===== src/credit_rx_fifo.sv =====
////////////////////////////////////////////////////////////
// Receive buffer for a credit-based stream.
// The sender must hold a credit per push; overflow is not checked.
// One credit pulse is returned the cycle after each pop.
////////////////////////////////////////////////////////////

module credit_rx_fifo #(
  parameter type         payload_t = logic,
  parameter int unsigned Depth     = 2
) (
  input  logic     clk_i,
  input  logic     reset_i,
  input  logic     push_i,
  input  payload_t data_i,
  output logic     credit_o,
  output logic     valid_o,
  output payload_t data_o,
  input  logic     pop_i
);

  localparam int unsigned PtrWidth = (Depth > 1) ? $clog2(Depth) : 1;
  localparam int unsigned CntWidth = $clog2(Depth + 1);

  typedef logic [PtrWidth-1:0] ptr_t;
  typedef logic [CntWidth-1:0] cnt_t;

  payload_t mem_q [Depth];
  ptr_t     wr_ptr_q, rd_ptr_q;
  cnt_t     count_q;
  logic     credit_q;
  logic     do_pop;

  // Wrap at Depth, which need not be a power of two
  function automatic ptr_t ptr_inc(ptr_t ptr);
    if (ptr == ptr_t'(Depth - 1)) begin
      return '0;
    end
    return ptr + 1'b1;
  endfunction

  assign valid_o  = (count_q != '0);
  assign data_o   = mem_q[rd_ptr_q];
  assign do_pop   = pop_i && valid_o;
  assign credit_o = credit_q;

  always_ff @(posedge clk_i) begin
    if (reset_i) begin
      wr_ptr_q <= '0;
      rd_ptr_q <= '0;
      count_q  <= '0;
      credit_q <= 1'b0;
    end else begin
      if (push_i) begin
        wr_ptr_q <= ptr_inc(wr_ptr_q);
      end
      if (do_pop) begin
        rd_ptr_q <= ptr_inc(rd_ptr_q);
      end
      count_q  <= count_q + cnt_t'(push_i) - cnt_t'(do_pop);
      credit_q <= do_pop;
    end
  end

  // Storage
  always_ff @(posedge clk_i) begin
    if (push_i) begin
      mem_q[wr_ptr_q] <= data_i;
    end
  end

endmodule


===== config.mk =====
export PLATFORM = sky130hd
export DESIGN_NAME = credit_rx_fifo
export DESIGN_NICKNAME = d
export VERILOG_FILES = /design/src/credit_rx_fifo.sv
export SDC_FILE = /design/constraint.sdc
export NUM_CORES = 1
export LEC_CHECK = 0
export BUFFER_PORTS_ARGS = -buffer_cell sky130_fd_sc_hd__clkbuf_2
export CAP_MARGIN = 10
export CORE_AREA = 8 8 45 47
export DETAILED_ROUTE_END_ITERATION = 8
export DIE_AREA = 0 0 53 55
export PLACE_DENSITY = 0.49
export SYNTH_ARGS = -nofsm -noshare
export SYNTH_HDL_FRONTEND = slang
export SYNTH_SLANG_ARGS = --single-unit

===== constraint.sdc =====
create_clock -name clk_i -period 1.5 [get_ports clk_i]
set_input_delay 0.375 -clock clk_i [delete_from_list [all_inputs] [get_ports clk_i]]
set_output_delay 0.375 -clock clk_i [all_outputs]
set_load 0.03 [all_outputs]

==> results.sh <==
export IMPL_status="finished, final reports clean"
export IMPL_power_w=0.000773
export IMPL_fin_crit_sh_pct=95.7
export IMPL_rsz0062_at_grt="no"
export IMPL_viasPerCell=3.87
export IMPL_holdPathEnd="mem_q[1]"
export IMPL_drive_gt1_share_pct=27.0
export IMPL_wirelength_um=489
export IMPL_io_buffers=7
export IMPL_grt_total_usage_pct=4.17
export IMPL_grtUsageMet1_pct=2.92
export IMPL_tightest_slew_ns=0.173
export IMPL_start_kind="flip-flop"
export IMPL_yosysWarnings=0
export IMPL_peakVddDrop_v=0.000696
export IMPL_skew_ns=0.00709
export IMPL_start_util_pct=24.1
export IMPL_ctsHoldBuffers=0
export IMPL_setup_tns_ns=0
export IMPL_met2_usage_pct=7.03
export IMPL_period_minus_slack_ns=1.43
export IMPL_areaGrowthSynthToFinish_pct=24.0
export IMPL_r2r_end="count_q[1]"
export IMPL_met3_usage_pct=1.60
export IMPL_synth_xor_xnor_area_share_pct=9.36
export IMPL_htreeDepth=1
export IMPL_min_from="data_i"
export IMPL_num_vias=205
export IMPL_r2r_slack_ns=0.11
export IMPL_post_cts_buffers=0
export IMPL_max_freq_mhz=697
export IMPL_antennaDiodeCount=0
export IMPL_ant_nets=0
export IMPL_synth_cell_area_um2=334
export IMPL_ys_ff_latch=8
export IMPL_cts_resized_gates=0
export IMPL_maxCapViolCount=0
export IMPL_worstPathMaxFanout=1
export IMPL_synth_mux_area_share_pct=10.1
export IMPL_reg2regPathDepth=6
export IMPL_critPathCaptureType="primary output"
export IMPL_antenna_found_initial=0
export IMPL_required_ns=1.12
export IMPL_dieHeight_um=55
export IMPL_grt_busiest_layer="met2"
export IMPL_setup_viol=0
export IMPL_ys_seq_area_share_pct=53.9
export IMPL_drt_iter0_drc=0
export IMPL_hold_class="primary input to flip-flop"
export IMPL_synth_area_per_cell_um2=12.4
export IMPL_crit_type="flip-flop to primary output"
export IMPL_die_width_um=53
export IMPL_core_area_um2=1380
export IMPL_finalMaxSlewViolations=0
export IMPL_synth_net_count=34
export IMPL_cts_inserted_buffers=3
export IMPL_syn_inst=27
export IMPL_grt_start_max_net_pins=7
export IMPL_postLayoutCoreUtil_pct=29.9
export IMPL_drc=0
export IMPL_cts_sinks=8
export IMPL_wl_per_cell_um=9.23
export IMPL_synth_simple_area_share_pct=14.6
export IMPL_worstHoldPathCells=1
export IMPL_slew_headroom_pct=88.5
export IMPL_p_per_area_nw_per_um2=1870
export IMPL_synth_fa_ha_area_share_pct=7.49
export IMPL_hold_viol=0
export IMPL_ys_types=12
export IMPL_grt_pass1_wl_um=814
export IMPL_synth_compound_area_share_pct=2.25
export IMPL_r2r_start="count_q[1]"
export IMPL_cts_path_max_buffers=2
export IMPL_ioPinCount=8
export IMPL_path_clk_slew_ns=0.06
export IMPL_hpwl_um=404
export IMPL_cellLeakagePower_nw=0.191
export IMPL_placed_cells=50
export IMPL_num_rows=14
export IMPL_die_area_um2=2920
export IMPL_grt_ovfl_total=0
export IMPL_grt_pass1_vias=243
export IMPL_fillers=140
export IMPL_routabilityCongestion=0.647
export IMPL_clock_latency_ns=0.25
export IMPL_clock_root_buffer="clkbuf_4"
export IMPL_holdWs_ns=0.319
export IMPL_tritoncts="yes"
export IMPL_crit_arrival_ns=1.06
export IMPL_finalNetCount=46
export IMPL_drt_first_pass_iters=1
export IMPL_fin_cells=53
export IMPL_synth_top_family_by_area="simple AND/OR/NAND/NOR gates"
==> cell families after synthesis <==
kind of cell | Yosys count
and+or+nand+nor | 9
muxes | 3
AOI/OAI and AO/OA | 1
buffers and inverters | 2
xor gates and xnor gates | 2
adders and majority gates | 2
DFF | 8
==> stage by stage <==
stage	worst slack, ns	cell area (µm²)
after global placement	0.0844	389
after floorplan	0.194	334
after global routing	0.00472	414
after CTS	0.0270	412
after detailed placement	0.0575	389
final	0.0651	414
==> metal layers <==
metal	wire, µm	part of all wire (%)
met2	263	54
met1	195	40
met5	0	0
met4	0	0
met3	31	6.3
==> critical path, stage by stage, from the launching register on <==
cell and delay (ns):
edfxtp_1 0.35, mux2_1 0.29, buf_4 0.17
==> area by class of cell <==
class,count,area (µm²),area share [%]
clock buffer,3,22.5,5.44
timing repair buffer,7,37.5,9.06
tap,16,20.0,4.83
sequential,8,180,43.5
multi-input combinational,17,146,35.3
inverter,2,7.51,1.81
==> worst max path at each step <==
stage	depth (start not counted)	slack (ns)	end	start
2_1_floorplan	6	0.19	count_q[1]	count_q[1]
3_3_place_gp	7	0.08	count_q[1]	pop_i
3_5_place_dp	7	0.06	count_q[1]	pop_i
4_1_cts	2	0.03	data_o	mem_q[1]
5_1_grt	2	0.005	data_o	mem_q[1]
6_report	2	0.07	data_o	mem_q[1]
==> power by group <==
part	leakage [nW]	total (W)	internal [W]	switching, W
sequential	0.0683	0.000305	0.000277	0.0000280
clock	0.0138	0.000158	0.0000911	0.0000666
combinational	0.109	0.000310	0.000159	0.000151
total	0.191	0.000773	0.000528	0.000246
==> cell usage after synthesis <==
master    n  area [µm²]
dfxtp_1   6         120
nor2b_1   4        25.0
mux2_1    3        33.8
nor2_1    3        11.3
edfxtp_1  2        60.1
ha_1      2        25.0
inv_1     2        7.51
and2_1    1        6.26
o21a_1    1        7.51
or2_1     1        6.26
xnor2_1   1        8.76
xnor3_1   1        22.5
==> placed cells by master, fill, tap and decap left out <==
cell type,synthesis,layout
xnor2_1,1,1
or2_1,1,1
clkbuf_2,0,6
inv_1,2,2
and2_1,1,1
nor2b_1,4,4
nor2_1,3,3
buf_4,0,1
mux2_1,3,3
xnor3_1,1,1
dfxtp_1,6,6
edfxtp_1,2,2
o21a_1,1,1
clkbuf_4,0,3
ha_1,2,2
(Power assumes the default switching activity.)
