## config.mk

```make
export PLATFORM = sky130hd
export DESIGN_NAME = csr_regfile
export DESIGN_NICKNAME = d
export VERILOG_FILES = /design/src/wl_pkg.sv /design/src/csr_regfile.sv
export SDC_FILE = /design/constraint.sdc
export NUM_CORES = 1
export LEC_CHECK = 0
export BUFFER_PORTS_ARGS = -buffer_cell sky130_fd_sc_hd__clkbuf_2
export CORE_MARGIN = 2
export CORE_UTILIZATION = 45
export CTS_CLUSTER_DIAMETER = 60
export DETAILED_ROUTE_END_ITERATION = 8
export PLACE_DENSITY = 0.71
export SYNTH_ARGS = -nofsm -noshare
export SYNTH_HDL_FRONTEND = slang
export SYNTH_SLANG_ARGS = --single-unit
```

## constraint.sdc

```tcl
create_clock -name clk_i -period 4.5 [get_ports clk_i]
set_input_delay 0 -clock clk_i [delete_from_list [all_inputs] [get_ports clk_i]]
set_output_delay 0 -clock clk_i [all_outputs]
set_load 0.02 [all_outputs]
```

## src/wl_pkg.sv

```systemverilog
////////////////////////////////////////////////////////////
// Address map, widths, buffer depths and bus structs.
// Regions are word addressed; the low two address bits are ignored.
// Response credit counters wrap if more than 255 are granted.
////////////////////////////////////////////////////////////

package wl_pkg;

  ////////////////////////////////////////////////////////////
  // Widths and base types
  ////////////////////////////////////////////////////////////

  localparam int unsigned AddrWidth = 32;
  localparam int unsigned DataWidth = 32;

  typedef logic [AddrWidth-1:0] addr_t;
  typedef logic [DataWidth-1:0] data_t;

  ////////////////////////////////////////////////////////////
  // Address map
  ////////////////////////////////////////////////////////////

  localparam addr_t InstrMemBaseAddr = 32'h0000_1000;
  localparam addr_t InstrMemSize     = 32'h0000_0400;
  localparam addr_t DataMemBaseAddr  = 32'h0000_2000;
  localparam addr_t DataMemSize      = 32'h0000_0400;
  localparam addr_t CsrBaseAddr      = 32'h0000_3000;
  localparam int unsigned CsrNumRegs = 4;
  localparam addr_t CsrSize          = CsrNumRegs * 4;

  // Word index widths inside each region
  localparam int unsigned InstrMemAddrWidth = $clog2(InstrMemSize / 4);
  localparam int unsigned DataMemAddrWidth  = $clog2(DataMemSize / 4);
  localparam int unsigned CsrIdxWidth       = $clog2(CsrNumRegs);

  typedef logic [InstrMemAddrWidth-1:0] instr_idx_t;
  typedef logic [DataMemAddrWidth-1:0]  data_idx_t;

  ////////////////////////////////////////////////////////////
  // Flow control
  ////////////////////////////////////////////////////////////

  // Receive buffer depths, equal to the sender's initial credits
  localparam int unsigned HostReqDepth  = 2;
  localparam int unsigned FetchReqDepth = 2;

  localparam int unsigned RspCreditWidth = 8;
  typedef logic [RspCreditWidth-1:0] credit_cnt_t;

  ////////////////////////////////////////////////////////////
  // Request and response structs
  ////////////////////////////////////////////////////////////

  typedef struct packed {
    addr_t addr;
    logic  write;
    data_t wdata;
  } host_req_t;

  typedef struct packed {
    data_t rdata;
    logic  error;
  } host_rsp_t;

  typedef struct packed {
    data_t instr;
  } fetch_rsp_t;

  // Target answer back to the decoder
  typedef struct packed {
    data_t rdata;
    logic  valid;
  } tgt_rsp_t;

endpackage

```

## src/csr_regfile.sv

```systemverilog
////////////////////////////////////////////////////////////
// Control registers, all cleared on reset.
// Register 0 holds the end-of-computation value.
////////////////////////////////////////////////////////////

module csr_regfile import wl_pkg::*; (
  input  logic      clk_i,
  input  logic      reset_i,
  input  logic      strb_i,
  input  host_req_t req_i,
  output tgt_rsp_t  rsp_o,
  output data_t     eoc_o
);

  data_t                  regs_q [CsrNumRegs];
  logic [CsrIdxWidth-1:0] idx;
  data_t                  rd_q;
  logic                   ack_q;

  assign idx = req_i.addr[CsrIdxWidth+1:2];

  always_ff @(posedge clk_i) begin
    if (reset_i) begin
      ack_q <= 1'b0;
      for (int i = 0; i < CsrNumRegs; i++) begin
        regs_q[i] <= '0;
      end
    end else begin
      ack_q <= strb_i;
      if (strb_i && req_i.write) begin
        regs_q[idx] <= req_i.wdata;
      end
    end
  end

  // Read data, zero for writes
  always_ff @(posedge clk_i) begin
    if (strb_i) begin
      rd_q <= req_i.write ? '0 : regs_q[idx];
    end
  end

  assign rsp_o.valid = ack_q;
  assign rsp_o.rdata = rd_q;
  assign eoc_o       = regs_q[0];

endmodule

```

==> impl_results.rst <==
.. list-table::
   :header-rows: 1

   * - Metric
     - Value
   * - Max FO, Critical Path
     - 65
   * - R2R cell count
     - 2
   * - CTS H-tree lvls
     - 4
   * - Post-synthesis register bit count
     - 161
   * - Pins Over Slew Limit
     - 0
   * - Die Ht
     - 128.4 um
   * - Commonest cells in the netlist
     - 160 x edfxtp_1, 64 x mux2i_1, 56 x and3_1
   * - Most numerous cell in the Yosys netlist
     - edfxtp_1
   * - Overall die width
     - 128.4 um
   * - Reg-to-reg critical path startpoint
     - regs_q[0][7]
   * - Number of antenna repair diodes
     - 0
   * - Family with the most delay on the worst path
     - buffers and inverters
   * - Cell type of the slowest stage on the worst timing path
     - a21o_2
   * - Critical path capture point type
     - flop
   * - Cells along the critical path
     - clkbuf_2 -> and3b_2 -> buf_4 -> a21o_2
   * - Internal power
     - 2796 uW
   * - Total core area
     - 15150 um^2
   * - Worst setup margin
     - 2.080 ns
   * - Placement Setup Slack
     - 1.604 ns
   * - Worst skew pair latency
     - 0.42 ns
   * - Syn Nets
     - 537
   * - Half-perimeter wire length after placement
     - 8108 um
   * - Full die area
     - 16480 um^2
   * - Signed area change from the synthesized netlist to the final layout
     - 20.65%
   * - Skew final
     - 0.006201 ns
   * - Count of flip-flops with a built-in enable after synthesis
     - 160
   * - Dominant synthesized flop cell
     - edfxtp_1
   * - Lkg Pwr
     - 0.003563 uW
   * - Worst path arrival time
     - 2.46 ns
   * - RSZ-0062 raised after global routing
     - no
   * - Result of the run
     - complete, no violations
   * - Switching part of the total
     - 22.19%
   * - Final-layout fill cell count
     - 1201
   * - Capturing instance or port of the critical path
     - regs_q[0][0]
   * - CTS hold repair buffers
     - 33
   * - Fin nets
     - 657
   * - Count of nets left with antenna violations after detail routing
     - 0
   * - Starting utilization of the core area
     - 45.96%
   * - Data required time at the worst endpoint
     - 4.54 ns
   * - Power per cell area
     - 427.8 nW/um^2
   * - Clock tree from TritonCTS
     - built
   * - DRC violation count after routing
     - 0
   * - Via count of the first global-routing pass
     - 4429
   * - Final Hold Vio Count
     - 0
   * - Fraction of layout cells with a size suffix above 1
     - 27.91%
   * - Seq. cell area
     - 4825 um^2
   * - Crit path kind
     - primary input to flop
   * - Multi-input gate area
     - 1728 um^2
   * - Synthesized cell area
     - 6962 um^2
   * - Number of clock buffers inserted by TritonCTS
     - 17
   * - Clk pin slew, worst setup/hold paths
     - 0.06 ns
   * - Post-synth top area share
     - 69.02%
   * - Setup slack on the worst flop-to-flop path
     - 3.49 ns
   * - Aggregate routed wire length
     - 15350 um
   * - Largest stage delay on the critical path
     - 0.83 ns
   * - Number of antenna violations at the first check in global routing
     - 0
   * - Routed len/inst
     - 19.43 um
   * - Count of warnings emitted by yosys
     - 0
   * - Largest net degree at the start of global routing
     - 68
   * - Mean instance size in the synthesized netlist
     - 14.84 um^2
   * - Number of sinks handled by clock tree synthesis
     - 161
   * - Max-cap violation count
     - 0
   * - Final worst path period share
     - 53.77%
   * - CTS max path bufs
     - 2
   * - Total track usage
     - 19.15%
   * - Total via count in the routed design
     - 4289
   * - Class of the most critical hold timing path
     - primary input to flop
   * - Worst-margin pin slew
     - 1.187 ns
   * - Distinct cell type count after synthesis
     - 25
   * - 1st-pass router iterations
     - 5
   * - Highest clock frequency the design can meet
     - 413.3 MHz
   * - Fraction of power consumed by the clock network
     - 41.0%
   * - Combinational power share
     - 9.1%
   * - Clock Root Buffer
     - clkbuf_16
   * - First-pass GRT wire length
     - 23340 um
   * - Sequential element share of the synthesized area
     - 69.30%
   * - Boundary pin count
     - 133
   * - Number of standard cells after synthesis
     - 469
   * - Slew Limit Headroom
     - 20.69%
   * - Post_cts resized
     - 0
   * - Time the worst path needs with I/O delays and setup
     - 2.420 ns
   * - Number of design-rule violations left by the first detailed-router iteration
     - 302
   * - Capture instance of the worst register-to-register path
     - rd_q[7]
   * - Library cell occupying the most area in the post-synthesis netlist
     - edfxtp_1
   * - Number of logic stages on the critical path including buffering
     - 4
   * - Leading cell types by total area after synthesis
     - edfxtp_1 69%, mux2i_1 9.2%, and3_1 5.0%, o22ai_1 2.9%, nor3_2 2.4%
   * - Sum of overflow across all layers after global routing
     - 0
   * - Critical Path Source
     - strb_i
   * - Std-Cell Rows
     - 45
   * - Sum Neg Setup Slack
     - 0 ns
   * - Peak supply drop
     - 0.2940 mV
   * - Sort of element at the start of the critical path
     - primary input
   * - Placer's final routability congestion estimate
     - 0.7407
   * - Postcts setup bufs
     - 0
   * - Vias per Instance
     - 5.429
   * - Worst path bufs/invs
     - 2
   * - Port buffer count
     - 102
   * - Part of the total power dissipated in sequential elements
     - 49.9%
   * - Fraction of registers with async set/reset
     - 0%
   * - Final setup violation count
     - 0
   * - Net load switching power
     - 797.3 uW
[metrics by stage]
stage / power [uW] / util (%) / std cells / area [um^2] / hold WS (ns)
floorplan: 2017 / - / 469 / 6962 / 0.1125
global placement: 2118 / 49.29 / 725 / 7466 / 0.3278
detailed placement: 2129 / 49.29 / 725 / 7466 / 0.3351
CTS: 3615 / 55.46 / 790 / 8399 / 0.4002
global route: 3693 / 55.46 / 790 / 8399 / 0.4395
finish: 3593 / 55.46 / 790 / 8399 / 0.4238
[cell type report]
class	instances	area share, %
repair buffers	141	10.58
clock inverters	11	1.937
inverters	32	1.430
clock buffers	21	5.244
multi-input cells	236	20.57
flip-flops and latches	161	57.44
well taps	188	2.801
[tightest hold or removal path: cells and delay by family]
family,cells,cell delay [ns]
simple gates,2,0.29
buf+inv,2,0.39
[logic make-up (layout without fill, tap and decap cells)]
family	count (synthesis)	in the layout	share of synthesized area (%)
mux	64	64	9.202
compound gates	36	36	3.397
buf+inv	72	205	6.165
simple gates	136	136	11.93
flops	161	161	69.30
[state kept, by name, indices dropped and copies added, names as in the netlist]
register	count
regs_q	128
ack_q	1
rd_q	32
[power by group through the flow]
stage          clock, uW  sequential (uW)  combinational, uW
2_1_floorplan          0             1860                153
3_3_place_gp           0             1820                298
3_5_place_dp           0             1820                305
4_1_cts             1490             1790                330
5_1_grt             1540             1800                353
6_report            1470             1790                326
[placed cells by master, fill, tap and decap left out, types with 4 or more instances in the layout]
cell | Yosys | layout
dlygate4sd3_1 | 0 | 33
edfxtp_1 | 160 | 160
o22ai_1 | 32 | 32
nor3_1 | 15 | 15
and3_2 | 8 | 8
nor3_2 | 17 | 17
clkbuf_1 | 9 | 4
bufinv_16 | 0 | 4
nor2_1 | 33 | 32
mux2i_1 | 64 | 64
and3_1 | 56 | 56
clkbuf_2 | 4 | 101
clkbuf_16 | 0 | 17
inv_1 | 32 | 32
buf_4 | 5 | 7
[worst min-delay path by stage]
stage / from / endpoint / slack, ns / cells past startpoint
final: req_i[35] / regs_q[0][3] / 0.42 / 4
after global routing: req_i[35] / regs_q[0][3] / 0.44 / 4
after CTS: req_i[35] / regs_q[0][5] / 0.40 / 4
after global placement: req_i[31] / regs_q[0][31] / 0.33 / 2
after detailed placement: req_i[12] / regs_q[1][12] / 0.34 / 2
after floorplan: strb_i / rd_q[0] / 0.11 / 0
[routing by layer]
layer / vias to the layer above / wire (um) / global-route usage (%)
li1: 1998 / - / -
met1: 2105 / 5984 / 22.34
met2: 166 / 8139 / 33.35
met3: 20 / 1017 / 5.904
met4: 0 / 208 / 7.240
met5: - / 0 / 0
Power figures use the tool's default switching activity.
