===== src/wl_pkg.sv =====
////////////////////////////////////////////////////////////
// Address map, widths, buffer depths and bus structs.
// Regions are word addressed; the low two address bits are ignored.
// Response credit counters wrap if more than 255 are granted.
////////////////////////////////////////////////////////////

package wl_pkg;

  ////////////////////////////////////////////////////////////
  // Widths and base types
  ////////////////////////////////////////////////////////////

  localparam int unsigned AddrWidth = 32;
  localparam int unsigned DataWidth = 32;

  typedef logic [AddrWidth-1:0] addr_t;
  typedef logic [DataWidth-1:0] data_t;

  ////////////////////////////////////////////////////////////
  // Address map
  ////////////////////////////////////////////////////////////

  localparam addr_t InstrMemBaseAddr = 32'h0000_1000;
  localparam addr_t InstrMemSize     = 32'h0000_0400;
  localparam addr_t DataMemBaseAddr  = 32'h0000_2000;
  localparam addr_t DataMemSize      = 32'h0000_0400;
  localparam addr_t CsrBaseAddr      = 32'h0000_3000;
  localparam int unsigned CsrNumRegs = 4;
  localparam addr_t CsrSize          = CsrNumRegs * 4;

  // Word index widths inside each region
  localparam int unsigned InstrMemAddrWidth = $clog2(InstrMemSize / 4);
  localparam int unsigned DataMemAddrWidth  = $clog2(DataMemSize / 4);
  localparam int unsigned CsrIdxWidth       = $clog2(CsrNumRegs);

  typedef logic [InstrMemAddrWidth-1:0] instr_idx_t;
  typedef logic [DataMemAddrWidth-1:0]  data_idx_t;

  ////////////////////////////////////////////////////////////
  // Flow control
  ////////////////////////////////////////////////////////////

  // Receive buffer depths, equal to the sender's initial credits
  localparam int unsigned HostReqDepth  = 2;
  localparam int unsigned FetchReqDepth = 2;

  localparam int unsigned RspCreditWidth = 8;
  typedef logic [RspCreditWidth-1:0] credit_cnt_t;

  ////////////////////////////////////////////////////////////
  // Request and response structs
  ////////////////////////////////////////////////////////////

  typedef struct packed {
    addr_t addr;
    logic  write;
    data_t wdata;
  } host_req_t;

  typedef struct packed {
    data_t rdata;
    logic  error;
  } host_rsp_t;

  typedef struct packed {
    data_t instr;
  } fetch_rsp_t;

  // Target answer back to the decoder
  typedef struct packed {
    data_t rdata;
    logic  valid;
  } tgt_rsp_t;

endpackage


===== src/bus_decoder.sv =====
////////////////////////////////////////////////////////////
// Routes host requests by address, one request in flight.
// Unmapped addresses answer error 1, data 0. Forwarded requests
// carry the offset inside the target region.
////////////////////////////////////////////////////////////

module bus_decoder import wl_pkg::*; (
  input  logic      clk_i,
  input  logic      reset_i,
  input  logic      req_valid_i,
  input  host_req_t req_i,
  output logic      req_pop_o,
  output host_req_t imem_req_o,
  output host_req_t dmem_req_o,
  output host_req_t csr_req_o,
  output logic      imem_strb_o,
  output logic      dmem_strb_o,
  output logic      csr_strb_o,
  input  tgt_rsp_t  imem_rsp_i,
  input  tgt_rsp_t  dmem_rsp_i,
  input  tgt_rsp_t  csr_rsp_i,
  input  logic      rsp_credit_i,
  output logic      rsp_valid_o,
  output host_rsp_t rsp_o
);

  typedef enum logic [1:0] {StIdle, StBusy, StHold} state_e;
  typedef enum logic [1:0] {SelImem, SelDmem, SelCsr} sel_e;

  state_e      state_q, state_d;
  sel_e        sel_q, sel_d;
  host_rsp_t   rsp_q, rsp_d;
  credit_cnt_t cnt_q;
  logic        hit_imem, hit_dmem, hit_csr;
  tgt_rsp_t    sel_rsp;
  logic        send;

  function automatic logic in_region(addr_t addr, addr_t base, addr_t size);
    return (addr >= base) && (addr < base + size);
  endfunction

  ////////////////////////////////////////////////////////////
  // Address decode and forwarding
  ////////////////////////////////////////////////////////////

  assign hit_imem = in_region(req_i.addr, InstrMemBaseAddr, InstrMemSize);
  assign hit_dmem = in_region(req_i.addr, DataMemBaseAddr, DataMemSize);
  assign hit_csr  = in_region(req_i.addr, CsrBaseAddr, CsrSize);

  // Only pop when nothing is outstanding
  assign req_pop_o   = (state_q == StIdle) && req_valid_i;
  assign imem_strb_o = req_pop_o && hit_imem;
  assign dmem_strb_o = req_pop_o && hit_dmem;
  assign csr_strb_o  = req_pop_o && hit_csr;

  always_comb begin
    imem_req_o      = req_i;
    imem_req_o.addr = req_i.addr - InstrMemBaseAddr;
    dmem_req_o      = req_i;
    dmem_req_o.addr = req_i.addr - DataMemBaseAddr;
    csr_req_o       = req_i;
    csr_req_o.addr  = req_i.addr - CsrBaseAddr;
  end

  always_comb begin
    case (sel_q)
      SelImem: sel_rsp = imem_rsp_i;
      SelDmem: sel_rsp = dmem_rsp_i;
      default: sel_rsp = csr_rsp_i;
    endcase
  end

  ////////////////////////////////////////////////////////////
  // Transaction FSM
  ////////////////////////////////////////////////////////////

  assign send        = (state_q == StHold) && (cnt_q != '0);
  assign rsp_valid_o = send;
  assign rsp_o       = rsp_q;

  always_comb begin
    state_d = state_q;
    sel_d   = sel_q;
    rsp_d   = rsp_q;
    case (state_q)
      StIdle: begin
        if (req_valid_i) begin
          state_d = StBusy;
          if (hit_imem) begin
            sel_d = SelImem;
          end else if (hit_dmem) begin
            sel_d = SelDmem;
          end else if (hit_csr) begin
            sel_d = SelCsr;
          end else begin
            // Unmapped, answer right away
            rsp_d   = '{rdata: '0, error: 1'b1};
            state_d = StHold;
          end
        end
      end
      StBusy: begin
        if (sel_rsp.valid) begin
          rsp_d   = '{rdata: sel_rsp.rdata, error: 1'b0};
          state_d = StHold;
        end
      end
      StHold: begin
        if (send) begin
          state_d = StIdle;
        end
      end
      default: state_d = StIdle;
    endcase
  end

  always_ff @(posedge clk_i) begin
    if (reset_i) begin
      state_q <= StIdle;
      sel_q   <= SelImem;
      cnt_q   <= '0;
    end else begin
      state_q <= state_d;
      sel_q   <= sel_d;
      cnt_q   <= cnt_q + credit_cnt_t'(rsp_credit_i) - credit_cnt_t'(send);
    end
  end

  always_ff @(posedge clk_i) begin
    rsp_q <= rsp_d;
  end

endmodule


===== config.mk =====
export PLATFORM = sky130hd
export DESIGN_NAME = bus_decoder
export DESIGN_NICKNAME = d
export VERILOG_FILES = /design/src/wl_pkg.sv /design/src/bus_decoder.sv
export SDC_FILE = /design/constraint.sdc
export NUM_CORES = 1
export LEC_CHECK = 0
export BUFFER_PORTS_ARGS = -buffer_cell sky130_fd_sc_hd__clkbuf_2
export CELL_PAD_IN_SITES_DETAIL_PLACEMENT = 1
export CELL_PAD_IN_SITES_GLOBAL_PLACEMENT = 1
export CORE_AREA = 3 3 154 156
export CTS_BUF_LIST = sky130_fd_sc_hd__clkbuf_8
export DETAILED_ROUTE_END_ITERATION = 10
export DIE_AREA = 0 0 157 159
export GPL_TIMING_DRIVEN = 0
export PLACE_DENSITY = 0.77
export SLEW_MARGIN = 20
export SYNTH_ARGS = -nofsm -noshare
export SYNTH_HDL_FRONTEND = slang
export SYNTH_SLANG_ARGS = --single-unit

===== constraint.sdc =====
create_clock -name clk_i -period 3.8 [get_ports clk_i]
set_clock_uncertainty 0.1 [all_clocks]
set_input_delay 0.57 -clock clk_i [delete_from_list [all_inputs] [get_ports clk_i]]
set_output_delay 0.57 -clock clk_i [all_outputs]
set_load 0.01 [all_outputs]

==> results by group, run 1 <==
Run status
  • Status: finished clean

Clocking
  • CTS tree: built
  • Inserted Clock Buffers: 5
  • Htree depth: 2
  • Clock tree root driver cell: clkbuf_8
  • Setup repair bufs after CTS: 0
  • CTS Sinks: 45
  • Worst-Skew Late Latency: 0.30 ns
  • Clk slew on worst S/H paths: about 0.08 ns
  • Post-CTS Hold Buffers: 0
  • PostCTS Resize Cnt: 0
  • Clock buffer depth: 2

Power
  • Sequential Power Share: around a third
  • Tot Pwr: 1870 uW
  • Cell-internal power: 1180 uW
  • Clk pwr share: 15.9%
  • Sw Ratio: 36.7%
  • Leakage: 0.00356 uW
  • Switch Pwr: 685 uW
  • PwrDens: 266 nW/um2
  • Comb power frac: 51.0%
  • Peak VDD IR: ~0.00014 V

Synthesis
  • Ys flop type: edfxtp_1
  • Syn Area/Cell: 8.17 um2
  • Ys async rst share: 0%
  • Seq/Total Area, Yosys: between 20% and 30%
  • Post-synth EDFFs: 33
  • Syn Inst Count: 584
  • Synthesis Warnings: 0
  • Post-synth cell types: 49
  • Syn_nets: 771
  • #FFs+latches synth: 45
  • Synthesized cell area: approximately 4800 um2

Critical path
  • Max incr delay on CP: around 0.87 ns
  • Setup crit end kind: primary output
  • Crit-path cells: buf_2, nor4_1, nand3_1, nor4b_1, clkbuf_2
  • CP arrival: roughly 2.9 ns
  • CP startpoint kind: primary input
  • CP max stage cell: nor4_1
  • Crit path kind: in -> out
  • WP data required: between 3 and 4 ns
  • Critical Path Fanout Max: 7

Die
  • Initial core utilization: between 20% and 30%
  • Die area: 25000 um2
  • Chip width: about 160 um
  • Core box area: roughly 23000 um2
  • Die height: approximately 160 um
  • Site Rows: 55
  • Ports: 401

Worst hold path
  • Worst Hold Class: in -> reg

STA
  • Clock period minus worst slack: roughly 3.6 ns
  • Slew HR: 33.0%
  • Fmax: 278 MHz
  • Final period util: a little over nine tenths
  • RSZ-0062 raised after global routing: false
  • # setup viols final: 0
  • Fin. max-slew vios: 0
  • Worst Tran Pin Value: ~1.0 ns
  • Fin. Hold Viols: 0

Placed design
  • Number of buffers inserted by port buffering: between 300 and 400
  • DP Area: 6920 um2
  • DP HPWL: 16.8 mm
  • GPL Wtd Cong: approximately 0.85

Global routing
  • Vias in the first global route: approximately 5400
  • Initial antenna violation count: 0
  • GRT overflow: 0
  • Largest net degree at the start of global routing: 23
  • First-pass GRT wire length: just under 30 mm
  • GR Util All Layers: 14.3%

Detailed routing
  • Drc violations: 0
  • Via density: 4.21
  • WL/cell: 15.6 um
  • Routed vias: between 5000 and 6000
  • Final wirelength: 19.2 mm
  • First-pass DRT Iterations: 4
  • DRT iter0 DRCs: roughly 110
  • Detail Route Antenna Nets: 0

Finish
  • Post-Layout Inst Area: between 7000 and 8000 um2
  • Synth-to-Final Area Change: 46.9%
  • Most frequent cells in the layout: clkbuf_2 (351), buf_4 (140), nor2_1 (97), a21oi_1 (38)
  • Commonest non-fill, non-tap cell in the layout: clkbuf_2
  • Final nets: about 1100
  • Core Util, Final: between 30% and 40%
  • Layout cell share with drive strength beyond 1: approximately 56%
  • Antenna cells: 0

Flow run
  • Max Cap Viol: 0
state kept, by name (all words and copies together) (netlist names):
register  count
cnt_q         8
rsp_o        33
sel_q         2
state_q       2
routing by layer:
layer | global-route usage, % | share of wire (%)
met1 | 15.6 | 38
met2 | 27.7 | 53
met3 | 2.50 | 7.4
met4 | 3.94 | 2.1
met5 | 0 | 0
critical path: cells and delay by family:
family	cells	cell delay, ns
buffers and inverters	2	0.45
AND/OR/NAND/NOR	3	1.92
path summary, 6_finish.rpt:
path / start / end / slack [ns] / cells after the start
worst max-delay path: req_i[56] / dmem_strb_o / 0.20 / 5
worst min register to register: state_q[1] / state_q[1] / 0.49 / 2
worst max register to register: cnt_q[2] / cnt_q[6] / 0.87 / 15
worst min-delay path: reset_i / cnt_q[0] / 0.37 / 2
area by class of cell:
cell class	instances	area, um2
Tap cell	285	357
Clock buffer	5	68.8
Fill cell	2829	15500
Clock inverter	3	17.5
Inverter	22	82.6
Timing Repair Buffer	351	1780
Sequential cell	45	1230
Buffer	170	1180
Multi-Input combinational cell	347	2300
through the flow:
| step | hold WS (ns) | cells | setup WS [ns] | setup TNS (ns) |
|---|---|---|---|---|
| 4_1_cts | 0.354 | 1228 | 0.101 | 0 |
| 3_5_place_dp | 0.480 | 1220 | 0.109 | 0 |
| 6_report | 0.365 | 1228 | 0.198 | 0 |
| 3_3_place_gp | 0.465 | 1219 | -0.0846 | -2.72 |
| 5_1_grt | 0.373 | 1228 | 0.0695 | 0 |
| 2_1_floorplan | 0.438 | 584 | 0.639 | 0 |
cells in the mapped netlist, types with 2 or more instances:
master / n / area share [%]
edfxtp_1: 33 / 21
or3_2: 2 / 0.31
buf_4: 140 / 22
nand4_1: 3 / 0.39
nor2b_1: 2 / 0.26
nor4_1: 13 / 1.7
or3_1: 2 / 0.26
or2_2: 2 / 0.26
nand2b_1: 5 / 0.66
buf_2: 8 / 0.84
xnor2_1: 27 / 5.0
nand2_1: 21 / 1.7
clkbuf_1: 20 / 1.6
and3b_1: 2 / 0.37
ha_1: 18 / 4.7
inv_1: 22 / 1.7
nor3_1: 9 / 0.94
a21o_1: 2 / 0.31
xor2_1: 30 / 5.5
nand3_1: 14 / 1.5
nor2_1: 97 / 7.6
dfxtp_1: 12 / 5.0
o21ai_0: 5 / 0.52
mux2i_1: 33 / 6.9
a21oi_1: 38 / 4.0
power by group through the flow:
stage / combinational, uW / sequential, uW / clock (uW)
after floorplan: 614 / 635 / 0
after global placement: 922 / 627 / 0
after detailed placement: 959 / 630 / 0
after CTS: 967 / 619 / 318
after global routing: 1060 / 625 / 331
final: 951 / 618 / 298
logic make-up after synthesis:
logic type	Yosys count	synth area share (%)
buffers and inverters	192	26.5
AND/OR/NAND/NOR	181	17.9
XOR/XNOR	57	10.5
AO/OA/AOI/OAI	56	7.05
flip-flops	45	25.8
multiplexers	34	7.16
adder cells (fa/ha/maj)	19	5.14
Note: power is estimated with default switching activity, not from simulation.
==> inputs of run 2 (changes only) <==
Settings changed: ABC_AREA set to 1, CORE_AREA 3 3 154 156 to 3 3 153 155, DIE_AREA 0 0 157 159 to 0 0 156 158, PLACE_DENSITY 0.77 to 0.82.
==> run 2 against run 1 <==
Net effect:
- setup slack better by 0.46 ns
- final cell count up 12%
- utilization grew 2.2 points
- register-to-register slack got worse by 0.21 ns
- combinational power rose by 24%
- via count grew 9.4%
- largest power group unchanged
==> results by group, run 2 <==
Critical path
  • WP data required: 3.91 ns (+0.78 ns)
  • Worst r2r src: cnt_q[4]
  • CP max stage cell: fa_1
  • Crit path kind: reg -> reg
  • Depth of the worst register-to-register path: 18 (+3)
  • Setup crit end kind: flip-flop
  • Crit path buf inv count: 4 (+2)
  • WP depth: 18 (+13)
  • CP arrival: 3.25 ns (+0.32 ns)
  • Crit. Startpoint: cnt_q[4]
  • Critical Path Fanout Max: 3 (-4)
  • Crit-path cells: inv_1, ha_1, nand4_1, inv_1, nor2_1, ha_1, inv_1, ha_1, inv_1, fa_1, nor2_1, o21ai_0, nand2_1, nand2_1, nand2_1, a21oi_1, or2_2, and2_1
  • Max incr delay on CP: 0.40 ns (-0.47 ns)
  • Worst path most repeated cell: inv_1
  • Top delay family on crit path: simple AND/OR/NAND/NOR gates
  • CP startpoint kind: flip-flop

Placed design
  • Number of buffers inserted by port buffering: 361 (+3.1%)
  • DP Area: 7180 um2 (+3.8%)
  • GPL Wtd Cong: 0.834 (-1.8%)
  • DP HPWL: 18.3 mm (+9.4%)
  • Placed Cells: 1365 (+12%)

Finish
  • Most frequent cells in the layout: clkbuf_2 (361), nand2_1 (184), buf_4 (138), inv_1 (98), nor2_1 (62)
  • Area of the multi-input gates: 2270 um2 (-1.3%)
  • Post-Layout Inst Area: 7320 um2 (+4.4%)
  • Reg area: 1230 um2 (unchanged)
  • Layout cell share with drive strength beyond 1: 50.0% (-5.6 points)
  • Final nets: 1279 (+13%)
  • Synth-to-Final Area Change: 46.4%
  • Fill count: 2937 (+3.8%)
  • Final non-filler cell total: 1373 (+12%)
  • Commonest non-fill, non-tap cell in the layout: clkbuf_2
  • Antenna cells: 0 (unchanged)
  • Core Util, Final: 33.3% (+2.2 points)
  • Max reg flops: 33 (unchanged)

Synthesis
  • Count leader, synth: nand2_1
  • Syn Area/Cell: 6.92 um2 (-15%)
  • Cell taking the most area after synthesis: buf_4
  • Yosys top cell area share: 20.7% (-1.3 points)
  • Ranking of synthesized cells by area: buf_4 (21%), edfxtp_1 (20%), nand2_1 (14%)
  • Seq/Total Area, Yosys: 24.6% (-1.2 points)
  • Syn Inst Count: 723 (+24%)
  • Ys flop type: edfxtp_1
  • Post-synth EDFFs: 33 (unchanged)
  • Syn_nets: 910 (+18%)
  • Top cells by count, synth: nand2_1 (184), buf_4 (138), inv_1 (98)
  • Post-synth cell types: 33 (-33%)
  • #FFs+latches synth: 45 (unchanged)
  • Ys async rst share: 0% (unchanged)
  • Synthesis Warnings: 0 (unchanged)
  • Synthesized cell area: 5000 um2 (+4.7%)

Clocking
  • Clock tree root driver cell: clkbuf_8
  • Clock buffer depth: 2 (unchanged)
  • Inserted Clock Buffers: 5 (unchanged)
  • Worst-Skew Late Latency: 0.30 ns (about the same)
  • CTS tree: built
  • Htree depth: 2 (unchanged)
  • CTS Sinks: 45 (unchanged)
  • Clk slew on worst S/H paths: 0.10 ns (+0.02 ns)
  • Setup repair bufs after CTS: 0 (unchanged)
  • Post-CTS Hold Buffers: 0 (unchanged)
  • PostCTS Resize Cnt: 0 (unchanged)

Flow run
  • Max Cap Viol: 0 (unchanged)

Detailed routing
  • Routed vias: 5648 (+9.4%)
  • Drc violations: 0 (unchanged)
  • WL/cell: 15.1 um (-3.6%)
  • Via density: 4.11 (-2.2%)
  • Detail Route Antenna Nets: 0 (unchanged)
  • First-pass DRT Iterations: 4 (unchanged)
  • DRT iter0 DRCs: 163 (+44%)
  • Final wirelength: 20.7 mm (+7.8%)

Run status
  • Status: finished clean

Worst hold path
  • Cells on Worst Hold Path: 2 (unchanged)
  • Min-delay src: reset_i
  • Worst Hold Class: in -> reg

Die
  • Initial core utilization: 22.8% (+1.6 points)
  • Ports: 401 (unchanged)
  • Chip width: 156 um (-0.64%)
  • Die height: 158 um (-0.63%)
  • Die area: 24600 um2 (-1.3%)
  • Site Rows: 54 (-1.8%)
  • Core box area: 22000 um2 (-2.4%)

STA
  • Fmax: 318 MHz (+15%)
  • RSZ-0062 raised after global routing: false
  • Final period util: 82.8% (-12 points)
  • Fin. max-slew vios: 0 (unchanged)
  • Fin. Hold Viols: 0 (unchanged)
  • Slew HR: 46.2% (+13 points)
  • Clock period minus worst slack: 3.14 ns (-0.458 ns)
  • Hold WS: 0.364 ns (-0.000911 ns)
  • Worst Tran Pin Value: 0.808 ns (-0.188 ns)
  • # setup viols final: 0 (unchanged)
  • Sum Neg Setup Slack: 0 ns (unchanged)

Power
  • PwrDens: 323 nW/um2 (+21%)
  • Peak VDD IR: 0.000162 V (+14%)
  • Leakage: 0.00425 uW (+19%)

Global routing
  • Initial antenna violation count: 0 (unchanged)
  • Largest net degree at the start of global routing: 28 (+22%)
  • GR Util All Layers: 15.4% (+1.1 points)
  • GRT overflow: 0 (unchanged)
  • First-pass GRT wire length: 30.2 mm (+4.2%)
  • Vias in the first global route: 5919 (+8.7%)
[run 2: metrics by stage]
stage | worst slack [ns] | power (uW)
floorplan | 0.262 | 1460
detailed placement | 0.549 | 1950
global placement | -0.881 | 1880
finish | 0.655 | 2360
CTS | 0.541 | 2400
global route | 0.369 | 2560
[run 2: worst paths after layout]
kind | end | slack, ns
worst max-delay path | cnt_q[6] | 0.66
worst min-delay path | cnt_q[1] | 0.36
worst max register to register | cnt_q[6] | 0.66
worst min register to register | sel_q[0] | 0.42
[run 2: cell families (layout without fill, tap and decap cells)]
logic type / after synthesis / count (layout) / synth area share, %
buffers and inverters: 256 / 626 / 30.2
adders and majority gates: 19 / 19 / 4.91
xor gates and xnor gates: 51 / 51 / 8.93
AOI/OAI and AO/OA: 29 / 29 / 2.90
and+or+nand+nor: 323 / 323 / 28.4
DFF: 45 / 45 / 24.6
[run 2: area by class of cell]
cell class / count / share of cell area (%)
plain buffers: 156 / 15.5
repair buffers: 362 / 24.9
flip-flops and latches: 45 / 16.8
inverters: 100 / 5.13
clock buffers: 5 / 0.940
well taps: 280 / 4.78
multi-input cells: 422 / 30.9
clock inverters: 3 / 0.940
[run 2: power by group]
group / leakage (uW) / switching [uW] / internal [uW]
clock: 0.0000687 / 184 / 265
sequential: 0.000435 / 50.2 / 686
combinational: 0.00374 / 681 / 498
[run 2: layer usage]
metal	share of wire [%]	global-route usage, %
met3	8.0	3.75
met2	54	31.1
met5	0	0
met1	36	15.6
met4	2.2	4.37
==> inputs of run 3 (changes only) <==
Settings changed: ABC_AREA 1 to 0, PLACE_DENSITY 0.82 to 0.75.
Clock period 3.8 ns to 2.9 ns, I/O delays scaled along.
==> run 3 against run 2 <==
Net effect:
- critical path depth shrank 12
- die area is the same
- register-to-register slack lost 0.49 ns
- combinational power grew 19%
- largest cell class unchanged
- sequential power grew 11%
- global-route usage shrank 1.0 points
- non-clock buffer count grew 12
- flip-flop and latch count is the same
- utilization shrank 0.22 points
- first-iteration DRC count shrank 37%
- sequential share of layout area grew 0.16 points
==> results by group, run 3 (synthesis results as in run 1) <==
Run status
  • Status: finished clean

Die
  • Initial core utilization: 21.7% (-1.0 points)
  • Die height: 158 um (unchanged)
  • Die area: 24600 um2 (unchanged)
  • Chip width: 156 um (unchanged)
  • Site Rows: 54 (unchanged)
  • Core box area: 22000 um2 (unchanged)
  • Ports: 401 (unchanged)

Clocking
  • CTS Sinks: 45 (unchanged)
  • Clock tree root driver cell: clkbuf_8
  • Worst-Skew Late Latency: 0.30 ns (about the same)
  • Clock buffer depth: 2 (unchanged)
  • Htree depth: 2 (unchanged)
  • CTS tree: built
  • Post-CTS Hold Buffers: 0 (unchanged)
  • Clk slew on worst S/H paths: 0.09 ns (about the same)
  • Inserted Clock Buffers: 5 (unchanged)

Critical path
  • Setup crit end kind: primary output
  • CP arrival: 2.29 ns (-0.96 ns)
  • Critical Path Fanout Max: 5 (+2)
  • Crit path kind: in -> out
  • CP startpoint kind: primary input
  • WP data required: 2.37 ns (-1.54 ns)
  • Worst r2r src: cnt_q[5]
  • R2R Setup Slk: 0.17 ns (-0.49 ns)
  • Depth of the worst register-to-register path: 15 (-3)
  • RR Endpoint: cnt_q[6]

Worst hold path
  • Worst Hold Class: in -> reg
  • Cells on Worst Hold Path: 2 (unchanged)
  • Hold worst-path end: cnt_q[0]
  • Min-delay src: reset_i

Detailed routing
  • Routed vias: 5168 (-8.5%)
  • First-pass DRT Iterations: 4 (unchanged)
  • Drc violations: 0 (unchanged)
  • Detail Route Antenna Nets: 0 (unchanged)
  • WL/cell: 16.0 um (+6.3%)
  • Via density: 4.19 (+1.9%)
  • Final wirelength: 19.7 mm (-4.5%)
  • DRT iter0 DRCs: 103 (-37%)

Flow run
  • Max Cap Viol: 0 (unchanged)

Finish
  • Commonest non-fill, non-tap cell in the layout: clkbuf_2
  • Core Util, Final: 33.1% (-0.22 points)
  • Layout cell share with drive strength beyond 1: 59.3% (+9.2 points)
  • Synth-to-Final Area Change: 52.4%
  • Antenna cells: 0 (unchanged)
  • Max reg flops: 33 (unchanged)
  • Most frequent cells in the layout: clkbuf_2 (350), buf_4 (151), nor2_1 (94), a21oi_1 (35)
  • Final nets: 1139 (-11%)
  • Final non-filler cell total: 1233 (-10%)

Global routing
  • Vias in the first global route: 5292 (-11%)
  • Largest net degree at the start of global routing: 18 (-36%)
  • GRT overflow: 0 (unchanged)
  • First-pass GRT wire length: 28.2 mm (-6.7%)
  • GR Util All Layers: 14.4% (-1.0 points)
  • Initial antenna violation count: 0 (unchanged)

Placed design
  • GPL Wtd Cong: 0.838 (+0.40%)
  • Number of buffers inserted by port buffering: 350 (-3.0%)
  • Placed Cells: 1214 (-11%)
  • DP HPWL: 16.9 mm (-7.7%)

Power
  • Peak VDD IR: 0.000167 V (+3.0%)
  • Tot Pwr: 2710 uW (+14%)
  • Leakage: 0.00365 uW (-14%)
  • PwrDens: 372 nW/um2 (+15%)

STA
  • Fin. max-slew vios: 0 (unchanged)
  • Final period util: 97.4%
  • Fin. Hold Viols: 0 (unchanged)
  • Worst Tran Pin Value: 0.779 ns (-0.0290 ns)
  • # setup viols final: 0 (unchanged)
  • Fmax: 354 MHz
  • Slew HR: 48.1% (+1.9 points)
  • RSZ-0062 raised after global routing: true
  • Clock period minus worst slack: between 2 and 3 ns
[run 3: cell type report]
class                   instances  area [um2]
plain buffers                 170        1180
flip-flops and latches         45        1230
inverters                      22        82.6
clock inverters                 3        38.8
multi-input cells             348        2470
clock buffers                   5        68.8
fillers                      2764       14700
repair buffers                360        1840
well taps                     280         350
[run 3: power by group]
group | internal, uW | switching (uW) | leakage [uW]
Sequential | 775 | 43.0 | 0.000428
Clock | 253 | 228 | 0.0000593
Combinational | 696 | 711 | 0.00316
[run 3: how the worst max path moves through the flow]
stage,from,end,cells past startpoint
floorplan,req_i[60],rsp_o[0],6
global placement,req_i[45],dmem_strb_o,6
detailed placement,req_i[45],dmem_strb_o,6
CTS,req_i[62],imem_strb_o,6
global route,req_i[49],imem_req_o[62],7
finish,req_i[62],imem_strb_o,6
[run 3: critical path, cell delays in order]
cell and delay (ns):
buf_4 0.15, or4_4 0.51, or4b_4 0.54, o311ai_4 0.29, and3_4 0.25, buf_8 0.11
[run 3: repair_timing]
item                       in CTS  in global routing
buffers inserted                6                  4
cloned                          1                  0
setup endpoints to repair      53                 10
gates resized for setup        19                 29
pin swaps                       7                  8
[run 3: metal layers]
metal / routed length [um] / up-vias / global-route usage, %
met1: 7040 / 2383 / 14.9
met2: 10800 / 241 / 29.0
met5: 0 / - / 0
met4: 382 / 0 / 3.99
li1: - / 2526 / -
met3: 1490 / 18 / 2.98
[run 3: through the flow]
stage / TNS [ns] / setup WS (ns) / instance area [um2] / hold WS, ns
after floorplan: 0 / 0.0912 / 4790 / 0.407
final: 0 / 0.0744 / 7270 / 0.215
after global placement: -19.62 / -0.567 / 6890 / 0.461
after global routing: -0.0389 / -0.0389 / 7270 / 0.214
after detailed placement: -20.28 / -0.576 / 6890 / 0.479
after CTS: 0 / 0.0109 / 7130 / 0.213
